`src/rtl/fb_pkg.sv`:
```
package fb_pkg;

	// ########################################################################
	// Pixel and bus data types
	// ########################################################################

	// One RGB pixel, blue in the low byte, red on top
	typedef logic [23:0] pixel_t;

	// Two pixels as stored in memory
	// Each sits in a 32-bit slot at bits 31..8, low byte unused
	typedef logic [63:0] pixel_pair_t;

	// One AXI read data beat, eight pixel slots
	typedef logic [255:0] beat_t;

	// Line or pixel coordinate
	typedef logic [11:0] coord_t;

	// Byte address on the memory bus
	typedef logic [28:0] axi_addr_t;

	// ########################################################################
	// Frame layout
	// ########################################################################

	// Pixels carried by one data beat
	localparam int PIXELS_PER_BEAT = 8;

	// Bytes taken by one pixel slot in memory
	localparam int BYTES_PER_PIXEL = 4;

	// ########################################################################
	// Fixed AXI read channel codes
	// ########################################################################

	// INCR burst type
	localparam logic [1:0] AXI_BURST_INCR = 2'b01;

	// 32 bytes per beat on the 256-bit data path
	localparam logic [2:0] AXI_SIZE_CODE = 3'b101;

	// Bufferable, modifiable
	localparam logic [3:0] AXI_CACHE_CODE = 4'b0011;

endpackage

```
`src/rtl/fb_burst_reader.sv`:
```
`timescale 1ns/1ns

module fb_burst_reader import fb_pkg::*; #(
	parameter int input_width = 3840,
	parameter int output_width = 1920,
	parameter int output_height = 1080,
	parameter int crop_xoffset = 1024,
	parameter int crop_yoffset = 540,
	parameter int burst_len = 16
)(
	input logic axi_clock,
	input logic global_reset,
	input logic output_vsync,
	input logic output_line_start,
	input logic zoom_mode,
	output axi_addr_t axi_araddr,
	output logic axi_arvalid,
	input logic axi_arready,
	input logic axi_rvalid,
	input logic axi_rlast,
	output logic buf_write,
	output logic buf_half,
	output coord_t buf_beat_index
);

	// Pixels moved by one burst
	localparam int burst_step = burst_len * PIXELS_PER_BEAT;
	// Bursts per line, crop reads output_width pixels, scale twice that
	localparam int crop_bursts = output_width / burst_step;
	localparam int scale_bursts = (2 * output_width) / burst_step;

	typedef enum logic [1:0] {st_idle, st_addr, st_data} state_t;

	state_t state;
	coord_t fetch_line;
	coord_t next_line;
	coord_t bursts_left;
	axi_addr_t burst_pixel;
	axi_addr_t start_pixel;
	logic fetch_req;

	// ########################################################################
	// Line selection and start pixel
	// ########################################################################

	// vsync restarts at line 0, line_start steps to the following line
	assign next_line = output_vsync ? '0 : coord_t'(fetch_line + coord_t'(1));
	// Lines past the bottom of the display are not fetched
	assign fetch_req = output_vsync || (output_line_start && (next_line < output_height));

	always_comb begin
		if (zoom_mode) begin
			// Crop window at a fixed origin in the stored frame
			start_pixel = (axi_addr_t'(next_line) + axi_addr_t'(crop_yoffset))
				* axi_addr_t'(input_width) + axi_addr_t'(crop_xoffset);
		end else begin
			// Scale reads every second input row
			start_pixel = (axi_addr_t'(next_line) << 1) * axi_addr_t'(input_width);
		end
	end

	// ########################################################################
	// Burst FSM
	// ########################################################################

	always_ff @(posedge axi_clock) begin
		if (global_reset) begin
			state <= st_idle;
			fetch_line <= '0;
			buf_half <= 1'b0;
			buf_beat_index <= '0;
			bursts_left <= '0;
		end else begin
			// Track line number and target half on every display request
			if (output_vsync) begin
				fetch_line <= next_line;
				buf_half <= 1'b0;
			end else if (output_line_start) begin
				fetch_line <= next_line;
				buf_half <= ~buf_half;
			end
			case (state)
				st_idle: begin
					if (fetch_req) begin
						state <= st_addr;
						buf_beat_index <= '0;
						bursts_left <= coord_t'(zoom_mode ? crop_bursts : scale_bursts);
					end
				end
				st_addr: begin
					// Address held until the slave takes it
					if (axi_arready) begin
						state <= st_data;
					end
				end
				st_data: begin
					if (axi_rvalid) begin
						buf_beat_index <= coord_t'(buf_beat_index + coord_t'(1));
						if (axi_rlast) begin
							bursts_left <= coord_t'(bursts_left - coord_t'(1));
							state <= (bursts_left == coord_t'(1)) ? st_idle : st_addr;
						end
					end
				end
				default: begin
					state <= st_idle;
				end
			endcase
		end
	end

	// Burst start pixel, loaded per line then stepped per burst
	always_ff @(posedge axi_clock) begin
		if (state == st_idle && fetch_req) begin
			burst_pixel <= start_pixel;
		end else if (state == st_data && axi_rvalid && axi_rlast) begin
			burst_pixel <= burst_pixel + axi_addr_t'(burst_step);
		end
	end

	assign axi_arvalid = (state == st_addr);
	assign axi_araddr = burst_pixel * axi_addr_t'(BYTES_PER_PIXEL);
	// rready is tied high, so every valid beat lands in the buffer
	assign buf_write = (state == st_data) && axi_rvalid;

	// Address channel stays up and steady until accepted
	assert property (@(posedge axi_clock) disable iff (global_reset)
		axi_arvalid && !axi_arready |=> axi_arvalid && $stable(axi_araddr));

	// No read data without an outstanding burst
	assert property (@(posedge axi_clock) disable iff (global_reset)
		state == st_idle |-> !axi_rvalid);

endmodule

```
`config.mk`:
```
export PLATFORM = sky130hd
export DESIGN_NAME = fb_burst_reader
export DESIGN_NICKNAME = d
export VERILOG_FILES = /design/src/rtl/fb_pkg.sv /design/src/rtl/fb_burst_reader.sv
export SDC_FILE = /design/constraint.sdc
export NUM_CORES = 1
export LEC_CHECK = 0
export BUFFER_PORTS_ARGS = -buffer_cell sky130_fd_sc_hd__clkbuf_2
export CAP_MARGIN = 10
export CORE_ASPECT_RATIO = 1.5
export CORE_MARGIN = 2
export CORE_UTILIZATION = 60
export DETAILED_ROUTE_END_ITERATION = 6
export GPL_TIMING_DRIVEN = 1
export PLACE_DENSITY_LB_ADDON = 0.05
export SYNTH_ARGS = -nofsm -noshare
export SYNTH_HDL_FRONTEND = slang
export SYNTH_SLANG_ARGS = --single-unit
```
`constraint.sdc`:
```
create_clock -name axi_clock -period 7.9 [get_ports axi_clock]
set_input_delay 0.395 -clock axi_clock [delete_from_list [all_inputs] [get_ports axi_clock]]
set_output_delay 0.395 -clock axi_clock [all_outputs]
set_load 0.1 [all_outputs]
```
## Yosys cells after proc, flatten, opt, wreduce, memory -nomap -nowiden

Index checks and enable logic that the tools add are counted.

- Register bits: 68
- Bits of input ports: 8
- Output and inout bits: 44

- Add/sub/neg operators: 6
- $mul: 2
- $lt $le $gt $ge: 1
- Equal/unequal tests: 7
- Muxes and demuxes: 20
- Bitwise gates (word level): 1
- Reduce and logical (&&, ||, !) cells: 13

Operator list:

| kind | count |
|---|---|
| $mux 12 | 8 |
| $mux 29 | 3 |
| $pmux 12 s2 | 2 |
| $add 29x8->29 const B | 1 |
| $add 25x11->26 const B | 1 |
| $add 12x1->12 const B | 2 |
| $mul 13x4->17 const B | 1 |
| $mul 12x4->16 const B | 1 |
| $add 12x10->13 const B | 1 |
| $eq 12x1->1 const B | 1 |
| $lt 12x11->1 const B | 1 |
| $sub 12x1->12 const B | 1 |
| $mux 2 | 4 |
| $reduce_and 4->1 | 2 |
| $ne 2x2->1 const B | 3 |
| $pmux 2 s3 | 1 |
| $reduce_bool 2->1 | 3 |
| $mux 5 | 1 |
| $logic_and 1x1->1 | 4 |
| $reduce_and 3->1 | 1 |
| $eq 2x1->1 const B | 1 |
| $eq 2x2->1 const B | 1 |
| $logic_not 2->1 | 1 |
| $ne 2x1->1 const B | 1 |
| 4 further kinds | 4 |

## Depth between registers and ports, before layout

- Depth in word-level cells: 7
- Depth in mapped cells: 26
- Depth with buffers taken out: 25

## Worst setup path after synthesis

OpenSTA, ideal clock, no wires.

- Path type: register to register
- Start: reg fetch_line[0]
- End: reg burst_pixel[22] (data pin)
- Library setup time: 0.279 ns
- Data arrival time: 5.623 ns
- Setup slack: 1.998 ns
- Stages on the path, launching flop included: 26
- Buffers on the path: 1
- Clock period less this slack: 5.902 ns
- Cells stage by stage: dfxtp_1 > ha_1 > and3_1 > and3_1 > and3_1 > xnor2_1 > nor2_1 > ha_1 > nand3_1 > xnor2_1 > inv_1 > ha_1 > inv_1 > fa_1 > inv_1 > ha_1 > clkbuf_1 > nand2_1 > o21a_1 > nor2b_1 > or3_1 > or4_1 > and3_4 > nor2_1 > xor2_1 > a221oi_1

- Word-level cells in the longest chain between the ends: 7

Ends and longest elaborated chain:

| element | line | text |
|---|---|---|
| start: declaration | fb_burst_reader.sv:35 | `coord_t fetch_line;` |
| start signal: assignment | fb_burst_reader.sv:76 | `fetch_line <= next_line;` |
| start signal: assignment | fb_burst_reader.sv:79 | `fetch_line <= next_line;` |
| $add 12x1->12 * | fb_burst_reader.sv:47 | `assign next_line = output_vsync ? '0 : coord_t'(fetch_line + coord_t'(1));` |
| $mux 12 * | fb_burst_reader.sv:47 |  |
| via next_line[8] | fb_burst_reader.sv:36 | `coord_t next_line;` |
| $add 12x10->13 or $lt 12x11->1 (tied branches) | fb_burst_reader.sv:54, fb_burst_reader.sv:49 |  |
| $mul 13x4->17 or $logic_and 1x1->1 (tied branches) | fb_burst_reader.sv:55, fb_burst_reader.sv:49 |  |
| $add 25x11->26 or $logic_or 1x1->1 (tied branches) | fb_burst_reader.sv:55, fb_burst_reader.sv:49 |  |
| $mux 29 or $logic_and 1x1->1 (tied branches) | fb_burst_reader.sv:52, fb_burst_reader.sv:114 |  |
| $mux 29 * | fb_burst_reader.sv:114 | `if (state == st_idle && fetch_req) begin` |
| end signal: assignment | fb_burst_reader.sv:115 | `burst_pixel <= start_pixel;` |
| end signal: assignment | fb_burst_reader.sv:117 | `burst_pixel <= burst_pixel + axi_addr_t'(burst_step);` |
| end: declaration | fb_burst_reader.sv:38 | `axi_addr_t burst_pixel;` |

Mark *: on every way through the listed nets, which the timed path passes. The rest lies on a longest branch.
A chain may end at the register's enable or synchronous reset.

## Final worst setup path

Ends and elaborated chain as after synthesis.

==> flow_summary.json <==
{
  "holdPathStages": 3,
  "grt_max_degree": 48,
  "synth_seq_cells": 59,
  "outcome": "finished clean",
  "final_common_cell": "nor2_1",
  "fin_nets": 925,
  "start_util": 0.613,
  "power_mw": 1.14,
  "ir_worst_vdd_uv": 133,
  "powerDensity_nw_per_um2": 162,
  "hold_start": "axi_arready",
  "drc": 0,
  "rsz0062_at_grt": "false",
  "period_share": 0.835,
  "synth_ff_type": "dfxtp_1",
  "gr-usage-all-layers": 0.265,
  "max_clock_freq_ghz": 0.152,
  "critPathSlowestCell": "nor2_1",
  "start_kind": "register",
  "regArea_um2": 1380,
  "numCtsBuffers": 9,
  "cts_hold_buf": 0,
  "cts_setup_buffers": 0,
  "path_clk_slew_ns": 0.05,
  "tightest_slew_ns": 0.967,
  "synth_seq_area_share": 0.214,
  "num_vias": 5526,
  "n_antenna_cell": 0,
  "timing.reg2reg.setup_slack_ns": 1.31,
  "fp-row-count": 46,
  "worst_hold_path_type": "in2reg",
  "cp_max_fo": 11,
  "dpl_worst_slack_ns": 1.32,
  "drv_cap": 0,
  "netlist_area_um2": 6450,
  "grt_pass1_vias": 5595,
  "drive_gt1_frac": 0.0885,
  "cp.required_ns": 7.95,
  "crit_chain": "ha_1, and3_1, and3_1, and3_1, xnor2_1, nor2_1, ha_1, nand3_1, xnor2_1, inv_1, ha_1, inv_1, fa_1, inv_1, ha_1, a21oi_1, o21a_1, nor2b_1, or3_1, or4_1, and3_4, nor2_1, xor2_1, a221oi_1",
  "hold_viol_final": 0,
  "coreArea_um2": 10500,
  "cp_common_cell": "ha_1",
  "crit_path_max_incr_delay_ns": 0.62,
  "fillers": 921,
  "arrival_ns": 6.65,
  "area_growth_pct": 9.42,
  "p_leak_nw": 3.21,
  "drtIter0Drc": 205,
  "cts_resized": 0,
  "gp_congestion": 0.888,
  "antenna_found_initial": 0,
  "netlist.area_leader.share": 0.122,
  "layout_common_cells": "nor2_1, inv_1, ha_1, nand2_1, a21oi_1",
  "numPortBuffers": 42,
  "ant_nets": 0,
  "holdWs_ns": 0.316,
  "syn_inst": 785,
  "cts_num_sinks": 59,
  "maxSlewHeadroom": 0.355,
  "firstDrtPassIters": 4,
  "finalSetupTns_ns": 0,
  "die-area_um2": 11600,
  "worstSetupPathType": "reg2reg",
  "ys_warn_count": 0,
  "yosys.cell_types.count": 68,
  "synth_edf_count": 20,
  "grt_pass1_wl_mm": 24.7,
  "setup_slack_ns": 1.31,
  "cts.path.max_buffers": 2,
  "holdPathEnd": "state[1]",
  "min_period_ns": 6.59,
  "synthArstFlopShare": 0,
  "synth_area_leaders": "ha_1, dfxtp_1, fa_1",
  "setup_viol": 0,
  "cts_htree_levels": 3,
  "overflow": 0,
  "avgSynthCellArea_um2": 8.22,
  "r2r_start": "fetch_line[0]",
  "die_w_um": 88.7,
  "cp-end-kind": "register",
  "cts-root-buf": "clkbuf_16",
  "timing.rr.end": "burst_pixel[22]",
  "multi_input_area_um2": 4680,
  "cts_tree": "done",
  "finClkSkew_ns": 0.00863,
  "clk_latency_ns": 0.33,
  "io_pins": 52,
  "wirelength_mm": 14.5,
  "routedWlPerCell_um": 14.9,
  "drv_slew": 0,
  "die_h_um": 131,
  "vias_per_cell": 5.70,
  "dp_hpwl_mm": 11.5,
  "yosysTopAreaCell": "ha_1",
  "r2r_cells": 24
}
## cells in the mapped netlist, types with 10 or more instances
cell / count
a21oi_1: 59
and3_1: 13
clkbuf_1: 18
dfxtp_1: 39
edfxtp_1: 20
fa_1: 34
ha_1: 63
inv_1: 76
nand2_1: 62
nand3_1: 16
nand4_1: 11
nor2_1: 86
nor3_1: 18
o211ai_1: 10
o21ai_0: 34
or3_1: 12
xnor2_1: 57
xor2_1: 30
## final cells by class
type,count,share of cell area
Multi-Input combinational cell,628,0.662
Inverter,76,0.0404
Sequential cell,59,0.196
Tap cell,144,0.0255
Clock inverter,5,0.00496
Timing Repair Buffer,46,0.0340
Clock buffer,11,0.0374
## cells by family after synthesis
group	Yosys count	share of synthesized area
AO/OA/AOI/OAI	161	0.158
XOR/XNOR	88	0.121
adder cells (fa/ha/maj)	97	0.228
buffers and inverters	106	0.0671
flip-flops	59	0.214
multiplexers	8	0.0126
other	1	0.000581
AND/OR/NAND/NOR	265	0.200
## power breakdown
part           switching, mW  internal, mW
Combinational          0.291        0.0869
Clock                  0.142         0.239
Sequential            0.0303         0.351
## state kept, by name (all words and copies together) (netlist names)
register        cells
burst_pixel        20
fetch_line         12
buf_beat_index     12
buf_half            1
bursts_left        12
state               2
## critical path, delay by kind of cell (launching register included)
family	cells	cell delay [ns]
flops	1	0.43
compound gates	3	0.53
buf+inv	3	0.25
fa+ha+maj	5	1.78
simple gates	10	2.77
xor+xnor	3	0.58
## stage by stage
stage                      util  cells  instance area, um^2
after global routing      0.671    969                 7060
after global placement    0.642    953                 6760
after floorplan               -    793                 6480
after detailed placement  0.642    953                 6760
final                     0.671    969                 7060
after CTS                 0.671    969                 7060
## metal layers
metal,share of wire,routed length [um],track usage,vias to the layer above
met2,0.54,7770,0.498,106
met5,0,0,0,-
met3,0.024,340,0.0308,43
met4,0.048,695,0.136,0
met1,0.39,5650,0.283,2624
li1,-,-,-,2753
## worst max path at each step
stage                            endpoint  slack, ns  depth (start not counted)     startpoint
after floorplan           burst_pixel[22]       2.00                         25  fetch_line[0]
after global placement    burst_pixel[22]       1.61                         24  fetch_line[0]
after detailed placement  burst_pixel[22]       1.32                         24  fetch_line[0]
after CTS                 burst_pixel[22]       1.29                         24  fetch_line[0]
after global routing      burst_pixel[22]       0.88                         24  fetch_line[0]
final                     burst_pixel[22]       1.31                         24  fetch_line[0]
(Power assumes the default switching activity.)
