[src/rtl/fb_pkg.sv]
package fb_pkg;

	// ########################################################################
	// Pixel and bus data types
	// ########################################################################

	// One RGB pixel, blue in the low byte, red on top
	typedef logic [23:0] pixel_t;

	// Two pixels as stored in memory
	// Each sits in a 32-bit slot at bits 31..8, low byte unused
	typedef logic [63:0] pixel_pair_t;

	// One AXI read data beat, eight pixel slots
	typedef logic [255:0] beat_t;

	// Line or pixel coordinate
	typedef logic [11:0] coord_t;

	// Byte address on the memory bus
	typedef logic [28:0] axi_addr_t;

	// ########################################################################
	// Frame layout
	// ########################################################################

	// Pixels carried by one data beat
	localparam int PIXELS_PER_BEAT = 8;

	// Bytes taken by one pixel slot in memory
	localparam int BYTES_PER_PIXEL = 4;

	// ########################################################################
	// Fixed AXI read channel codes
	// ########################################################################

	// INCR burst type
	localparam logic [1:0] AXI_BURST_INCR = 2'b01;

	// 32 bytes per beat on the 256-bit data path
	localparam logic [2:0] AXI_SIZE_CODE = 3'b101;

	// Bufferable, modifiable
	localparam logic [3:0] AXI_CACHE_CODE = 4'b0011;

endpackage

[src/rtl/fb_pixel_out.sv]
`timescale 1ns/1ns

module fb_pixel_out import fb_pkg::*; #(
	parameter int output_width = 1920
)(
	input logic axi_clock,
	input logic global_reset,
	input logic output_vsync,
	input logic output_line_start,
	input logic output_den,
	input logic zoom_mode,
	input pixel_pair_t buf_pair,
	output logic buf_read_half,
	output coord_t buf_pair_index,
	output pixel_t output_data,
	output logic output_valid
);

	coord_t pixel_x;
	logic odd_q;

	// Per channel mean of two pixels, rounded down
	function automatic pixel_t rgb_average(input pixel_t pixel_a, input pixel_t pixel_b);
		logic [8:0] sum;
		pixel_t avg;
		for (int ch = 0; ch < 3; ch++) begin
			sum = {1'b0, pixel_a[ch*8 +: 8]} + {1'b0, pixel_b[ch*8 +: 8]};
			avg[ch*8 +: 8] = sum[8:1];
		end
		return avg;
	endfunction

	// ########################################################################
	// Display position and half selection
	// ########################################################################

	always_ff @(posedge axi_clock) begin
		if (global_reset) begin
			pixel_x <= '0;
			buf_read_half <= 1'b1;
			output_valid <= 1'b0;
		end else begin
			if (output_vsync) begin
				// First line_start flips this to half 0, where line 0 lands
				pixel_x <= '0;
				buf_read_half <= 1'b1;
			end else if (output_line_start) begin
				pixel_x <= '0;
				buf_read_half <= ~buf_read_half;
			end else if (output_den) begin
				pixel_x <= coord_t'(pixel_x + coord_t'(1));
			end
			// Data returns with the RAM read, one cycle after den
			output_valid <= output_den;
		end
	end

	// Crop shows both slots of a pair, scale folds a pair into one pixel
	assign buf_pair_index = zoom_mode ? {1'b0, pixel_x[11:1]} : pixel_x;

	// Slot choice follows the RAM by one cycle
	always_ff @(posedge axi_clock) begin
		odd_q <= pixel_x[0];
	end

	// ########################################################################
	// Pixel formation
	// ########################################################################

	always_comb begin
		if (zoom_mode) begin
			output_data = odd_q ? buf_pair[63:40] : buf_pair[31:8];
		end else begin
			output_data = rgb_average(buf_pair[63:40], buf_pair[31:8]);
		end
	end

	// den only mid-line, and never past the displayed width
	assert property (@(posedge axi_clock) disable iff (global_reset)
		output_den |-> !output_line_start && !output_vsync && (pixel_x < output_width));

endmodule

[config.mk]
export PLATFORM = sky130hd
export DESIGN_NAME = fb_pixel_out
export DESIGN_NICKNAME = d
export VERILOG_FILES = /design/src/rtl/fb_pkg.sv /design/src/rtl/fb_pixel_out.sv
export SDC_FILE = /design/constraint.sdc
export NUM_CORES = 1
export LEC_CHECK = 0
export BUFFER_PORTS_ARGS = -buffer_cell sky130_fd_sc_hd__buf_2
export CAP_MARGIN = 20
export CELL_PAD_IN_SITES_DETAIL_PLACEMENT = 0
export CELL_PAD_IN_SITES_GLOBAL_PLACEMENT = 1
export CORE_AREA = 10 10 106 108
export DETAILED_ROUTE_END_ITERATION = 8
export DIE_AREA = 0 0 116 118
export PLACE_DENSITY = 0.63
export SLEW_MARGIN = 20
export SYNTH_ARGS = -nofsm -noshare
export SYNTH_HDL_FRONTEND = slang
export SYNTH_SLANG_ARGS = --single-unit
[constraint.sdc]
create_clock -name axi_clock -period 1.76 [get_ports axi_clock]
set_input_delay 0.088 -clock axi_clock [delete_from_list [all_inputs] [get_ports axi_clock]]
set_output_delay 0.088 -clock axi_clock [all_outputs]
set_load 0.005 [all_outputs]
After elaboration in Yosys (flattened, before gate mapping)
Cells that the tools add are included.
- $add $sub $neg: 4
- muxes and demuxes: 3
- bitwise gates (word level): 1
- reductions and logical operators: 2
- operators by type and width (cell ; count):
    $mux 24 ; 2
    $add 8x8->9 ; 3
    $add 12x1->12 const B ; 1
    $mux 12 ; 1
    $reduce_or 3->1 ; 1
    $reduce_or 2->1 ; 1
    $not 1->1 ; 1
- flip-flop bits (word level): 15
- input port bits: 70
- word-level logic and storage cells: 14

Longest topological paths before layout
Gate-level depths: netlist of run 1.
- depth in word-level cells: 2
- depth in mapped cells: 7
- depth with buffers taken out: 7

Worst setup path before layout of run 1
OpenSTA, ideal clock, no wires.
- path type: flip-flop to flip-flop
- from: register pixel_x[0]
- to: register pixel_x[10]
- setup time: 0.070 ns
- data arrival time: 1.418 ns
- required time: 1.690 ns
- path slack: 0.272 ns
- stages on the path, launching flop included: 6
- path buffers: 0
- clock period less this slack: 1.488 ns
- path through: dfxtp_1 > ha_1 > nand2_1 > or3_4 > or3_1 > a21oi_1
- word-level cells in the longest chain between the ends: 1
- RTL lines (what ; RTL line ; text):
    start, declared ; fb_pixel_out.sv:19 ; coord_t pixel_x;
    start signal, assigned ; fb_pixel_out.sv:51 ; pixel_x <= coord_t'(pixel_x + coord_t'(1));
    $add 12x1->12 ; fb_pixel_out.sv:51 ;
Every way passes these cells.
A chain may end at the register's enable or synchronous reset.

Worst setup path after layout of run 1
- from: input port buf_pair[22]
- to: output port output_data[14]
- word-level cells in the longest chain between the ends: 2
- elaborated cells on any way between the ends: 3
- RTL lines (what ; RTL line ; text):
    start, declared ; fb_pixel_out.sv:12 ; input pixel_pair_t buf_pair,
    $add 8x8->9 or $mux 24 (tied branches) ; fb_pixel_out.sv:27, fb_pixel_out.sv:72 ;
    $mux 24 (*) ; fb_pixel_out.sv:71 ; if (zoom_mode) begin
    end, declared ; fb_pixel_out.sv:15 ; output pixel_t output_data,
Mark *: on every way between the ends. The rest lies on a longest branch, timed or not.

==> flow_metrics.tcl, run 1 <==
set metrics [dict create \
    status "finished, final reports clean" \
    skew_ns 0.00469 \
    route.detailed.drc 0 \
    synth_top_cell_area_share_pct 14.7 \
    period_share_pct 94.4 \
    num-fill-cells 998 \
    grt-ovfl-total 0 \
    finalMaxSlewViolations 0 \
    core_um2 9110 \
    syn_nets 359 \
    area_delta_synth_final_pct 43.8 \
    wl_per_cell_um 13.3 \
    grt_start_max_net_pins 39 \
    clockBufferDepth 2 \
    synth.area.top_cells "dfxtp_1, ha_1, mux2i_1" \
    via_count 2259 \
    synthFlopType "dfxtp_1" \
    hold_class "in2reg" \
    grt_pass1_vias 2287 \
    finalPower_mw 1.29 \
    ys_ff_latch 15 \
    dr.first_iter.drc_count 118 \
    layout.nets 466 \
    num_rows 35 \
    first_pass_iters 4 \
    required_ns 1.67 \
    synth_area_um2 2050 \
    power.density_nw_per_um2 437 \
    finalHoldViolCount 0 \
    die_y_um 118 \
    postSynthAreaPerCell_um2 7.76 \
    final_core_util_pct 32.3 \
    die-area_um2 13700 \
    clk_latency_ns 0.24 \
    synth_most_common_cell "a21oi_1" \
    n_antenna_cell 0 \
    ir_drop_uv 450 \
    dp_hpwl_um 5260 \
    die_w_um 116 \
    endpoint_kind "output pin" \
    tightest_slew_ns 0.511 \
    multi_input_area_um2 1760 \
    netlist_instances 264 \
    synth_seq_area_share_pct 14.7 \
    synth_edf_count 0 \
    path_clk_slew_ns 0.06 \
    cts_hold_buffers 0 \
    port_buffers 91 \
    relSlewSlack_pct 66.0 \
    cp.arrival_ns 1.57 \
    drive_gt1_share_pct 41.4 \
    min_period_ns 1.66 \
    ys_types 37 \
    path_max_fanout 4 \
    cts_root_buf "clkbuf_8" \
    initial_core_util_pct 22.5 \
    regArea_um2 300 \
    cts_tree "done" \
    ys_top_cells_by_count "a21oi_1, ha_1, nand2_1, nor2_1, o21ai_0" \
    maxCapViolations 0 \
    ant_nets 0 \
    cts.sinks 15 \
    cts_made_buffers 3 \
    start_kind "input pin" \
    crit_type "in2out" \
    power_leakage_nw 1.30 \
    place_congestion 0.771 \
    antenna_found_initial 0 \
    synth_top_area_cell "dfxtp_1" \
    grt_first_pass_wirelength_um 10600 \
    h-tree-depth 1 \
    ios 108 \
    viasPerCell 4.70 \
    grt.total_usage_pct 8.90 \
    ys_async_sr_fraction_pct 0 \
    final-setup-viol-count 0 \
    yosysWarnings 0 \
    rsz0062_at_grt "true" \
    fmax_mhz 602 \
    wl_um 6410 \
]
[cell families after synthesis]
group           Yosys count  synth area share [%]
mux                      28                  14.4
compound gates           80                  23.4
flops                    15                  14.7
simple gates             74                  18.0
fa+ha+maj                25                  16.4
xor+xnor                 22                  9.41
buf+inv                  20                  3.73
[final timing paths]
path                      from         endpoint  slack (ns)  depth (start not counted)
setup / recovery  buf_pair[22]  output_data[14]         0.1                          8
hold reg to reg     pixel_x[0]            odd_q        0.50                          1
setup reg to reg    pixel_x[1]      pixel_x[10]        0.18                          5
hold / removal    global_reset     output_valid        0.02                          2
[area by class of cell]
| cell class | instances | share of cell area [%] |
|---|---|---|
| clock buffers | 4 | 1.53 |
| inverters | 8 | 1.02 |
| multi-input cells | 229 | 59.6 |
| flip-flops and latches | 15 | 10.2 |
| well taps | 111 | 4.72 |
| repair buffers | 114 | 22.9 |
[through the flow]
| step | TNS, ns | setup slack, ns | instance area (um2) | hold slack (ns) | std cells |
|---|---|---|---|---|---|
| after floorplan | 0 | 0.272 | 2050 | 0.160 | 264 |
| after detailed placement | -0.176 | -0.0640 | 2770 | 0.268 | 474 |
| final | 0 | 0.0987 | 2950 | 0.0173 | 481 |
| after global routing | -0.0187 | -0.0165 | 2950 | 0.0183 | 481 |
| after global placement | -0.124 | -0.0531 | 2770 | 0.266 | 474 |
| after CTS | 0 | 0.0159 | 2840 | 0.0163 | 478 |
[sequential cells by signal, summed over array words and instances (netlist names)]
signal and flops:
buf_read_half 1, odd_q 1, output_valid 1, pixel_x 12
[power by group]
| group | total (mW) | switching, mW | internal (mW) |
|---|---|---|---|
| Clock | 0.275 | 0.115 | 0.160 |
| Combinational | 0.667 | 0.327 | 0.340 |
| Sequential | 0.345 | 0.00200 | 0.343 |
| Total | 1.29 | 0.444 | 0.843 |
[critical path, stage by stage]
cell	delay [ns]
buf_2	0.11
ha_1	0.34
and2_1	0.17
a221o_1	0.29
a31oi_1	0.18
xor2_1	0.08
o21ai_0	0.16
buf_2	0.15
[per-layer routing]
layer,track usage [%],up-vias,part of all wire [%]
li1,-,1160,-
met2,14.0,67,44
met4,0.469,0,0.16
met1,11.7,1030,46
met3,3.31,2,11
met5,0,-,0
[repair_timing]
action / in CTS / in global routing
resized for setup: 6 / 24
setup buffers: 0 / 3
pin swaps: 2 / 8
endpoints found under the setup margin: 5 / 10
[placed cells by master, fill, tap and decap left out, drive strengths merged]
cell	n
xnor2	6
nor3b	1
nor2	21
o31a	1
o21ai	20
a21o	4
clkbuf	4
nand3	1
nand2b	9
nand4	5
mux2	12
and3	1
and4	1
xor2	16
fa	3
o21a	5
buf	114
nand2	21
a31o	2
a21oi	30
mux2i	16
o211ai	8
a221o	1
o31ai	4
a31oi	2
ha	22
nor3	1
o21bai	2
nor2b	3
dfxtp	15
inv	8
a21boi	1
nor4	1
and2	3
or3	6
Note: power is estimated with default switching activity, not from simulation.
==> inputs of run 2 (changes only) <==
--- a/config.mk
+++ b/config.mk
@@ -12,7 +12,7 @@
 export CORE_AREA = 10 10 106 108
 export DETAILED_ROUTE_END_ITERATION = 8
 export DIE_AREA = 0 0 116 118
-export PLACE_DENSITY = 0.63
+export PLACE_DENSITY_LB_ADDON = 0.15
 export SLEW_MARGIN = 20
 export SYNTH_ARGS = -nofsm -noshare
 export SYNTH_HDL_FRONTEND = slang
==> run 2 against run 1 <==
Effect of this change: combinational power about the same; critical path depth up 2; power down 0.25%; sequential share of layout area up 0.091 points; utilization down 0.15 points; die area unchanged; register-to-register slack worse by 0.02 ns; clock-buffer cell count unchanged; critical path type unchanged; largest power group unchanged; highest routed layer unchanged.
==> flow_metrics.tcl, run 2 (synthesized netlist as in run 1, its figures left out) <==
set metrics [dict create \
    r2r_setup_slack_ns 0.16 \
    status "finished, final reports clean" \
    p_sw_share_pct 34.5 \
    core_um2 9110 \
    place_ws_ns -0.0941 \
    finalWorstSetupSlack_ns 0.0900 \
    route.detailed.drc 0 \
    rr_endpoint "pixel_x[10]" \
    place_congestion 0.701 \
    regMostFlops "pixel_x" \
    intPower_mw 0.841 \
    ir_drop_uv 296 \
    whs_ns 0.0239 \
    wl_um 6570 \
    grt_start_max_net_pins 48 \
    dp_hpwl_um 5380 \
    cts.sinks 15 \
    area_delta_synth_final_pct 43.1 \
    path_max_fanout 2 \
    grt-ovfl-total 0 \
    combinationalPowerShare_pct 51.9 \
    die_y_um 118 \
    relSlewSlack_pct 70.4 \
    cp.arrival_ns 1.58 \
    min-delay-start "global_reset" \
    dr.first_iter.drc_count 45 \
    num-fill-cells 1013 \
    power.density_nw_per_um2 438 \
    wl_per_cell_um 13.7 \
    hold_class "in2reg" \
    power_leakage_nw 1.30 \
    finalMaxSlewViolations 0 \
    period_share_pct 94.9 \
    cts_hold_buffers 0 \
    critPathCapture "output_data[14]" \
    grt_pass1_vias 2389 \
    n_antenna_cell 0 \
    h-tree-depth 1 \
    start_kind "input pin" \
    clockBufferDepth 2 \
    first_pass_iters 4 \
    seqPwrFrac_pct 27.0 \
    final_common_cell "buf_2" \
    cts_tree "done" \
    initial_core_util_pct 22.5 \
    die_w_um 116 \
    rsz0062_at_grt "true" \
    tightest_slew_ns 0.444 \
    layout_common_cells "buf_2, a21oi_1, nor2_1" \
    ios 108 \
    drive_gt1_share_pct 41.5 \
    endpoint_kind "output pin" \
    reg2reg_depth 5 \
    path_clk_slew_ns 0.06 \
    via_count 2216 \
    setup.worst_path.start "buf_pair[17]" \
    skew_ns 0.00195 \
    grt_first_pass_wirelength_um 11000 \
    antenna_found_initial 0 \
    num_rows 35 \
    fmax_mhz 599 \
    largest_reg_flops 12 \
    layout.nets 465 \
    grt.total_usage_pct 9.30 \
    cts_made_buffers 3 \
    ant_nets 0 \
    maxCapViolations 0 \
    required_ns 1.67 \
    reg2reg_from "pixel_x[1]" \
    crit_type "in2out" \
    finalHoldViolCount 0 \
    switchingPower_mw 0.443 \
    power_frac_clock_pct 21.1 \
    port_buffers 91 \
    clk_latency_ns 0.24 \
    final-setup-viol-count 0 \
    viasPerCell 4.62 \
    cts_root_buf "clkbuf_8" \
    min_period_ns 1.67 \
    die-area_um2 13700 \
]
run 2: cell types whose count changed in the layout (fill, tap and decap cells not counted), sizes merged:
cell / delta
buf: -1
run 2: stage by stage:
stage / cells / cell area, um2 / total power [mW] / TNS, ns / util (%)
after global placement: 474 / 2770 / 0.984 / -0.254 / 30.4
after CTS: 478 / 2830 / 1.27 / 0 / 31.1
after detailed placement: 474 / 2770 / 0.983 / -0.291 / 30.4
final: 480 / 2930 / 1.28 / 0 / 32.2
after floorplan: 264 / 2050 / 0.707 / 0 / -
after global routing: 480 / 2930 / 1.40 / -0.0407 / 32.2
run 2: worst min path at each step:
| stage | slack [ns] | end | depth (start not counted) |
|---|---|---|---|
| floorplan | 0.16 | output_valid | 1 |
| global placement | 0.27 | output_valid | 2 |
| detailed placement | 0.28 | output_valid | 2 |
| CTS | 0.02 | output_valid | 2 |
| global route | 0.04 | output_valid | 2 |
| finish | 0.02 | output_valid | 2 |
run 2: layout make-up:
cell class	count	area, um2	share of cell area [%]
multi-input combinational	229	1760	60.0
timing repair buffer	113	658	22.4
sequential	15	302	10.3
tap	111	139	4.74
clock buffer	4	45.0	1.54
inverter	8	30.0	1.02
run 2: timing repair:
item | CTS | global route
gates cloned | 0 | 0
gates resized for setup | 5 | 26
setup endpoints to repair | 5 | 12
pin swaps | 4 | 15
setup buffers | 0 | 2
run 2: metal layers:
layer / up-vias / global-route usage (%) / part of all wire, %
met3: 2 / 1.89 / 6.1
met4: 0 / 1.41 / 0.37
met5: - / 0 / 0
li1: 1164 / - / -
met1: 994 / 11.6 / 46
met2: 56 / 16.0 / 48
run 2: power by group through the flow:
stage | logic (mW) | clock network (mW) | registers, mW
floorplan | 0.353 | 0 | 0.353
global placement | 0.630 | 0 | 0.354
detailed placement | 0.629 | 0 | 0.354
CTS | 0.640 | 0.279 | 0.346
global route | 0.758 | 0.294 | 0.347
finish | 0.667 | 0.271 | 0.346
run 2: critical path, cell delays in order:
cell     delay, ns
buf_2         0.12
buf_4         0.13
ha_1          0.27
nand4_1       0.12
a21oi_2       0.22
buf_4         0.14
a31oi_1       0.10
xor2_1        0.15
o21ai_1       0.12
buf_2         0.13
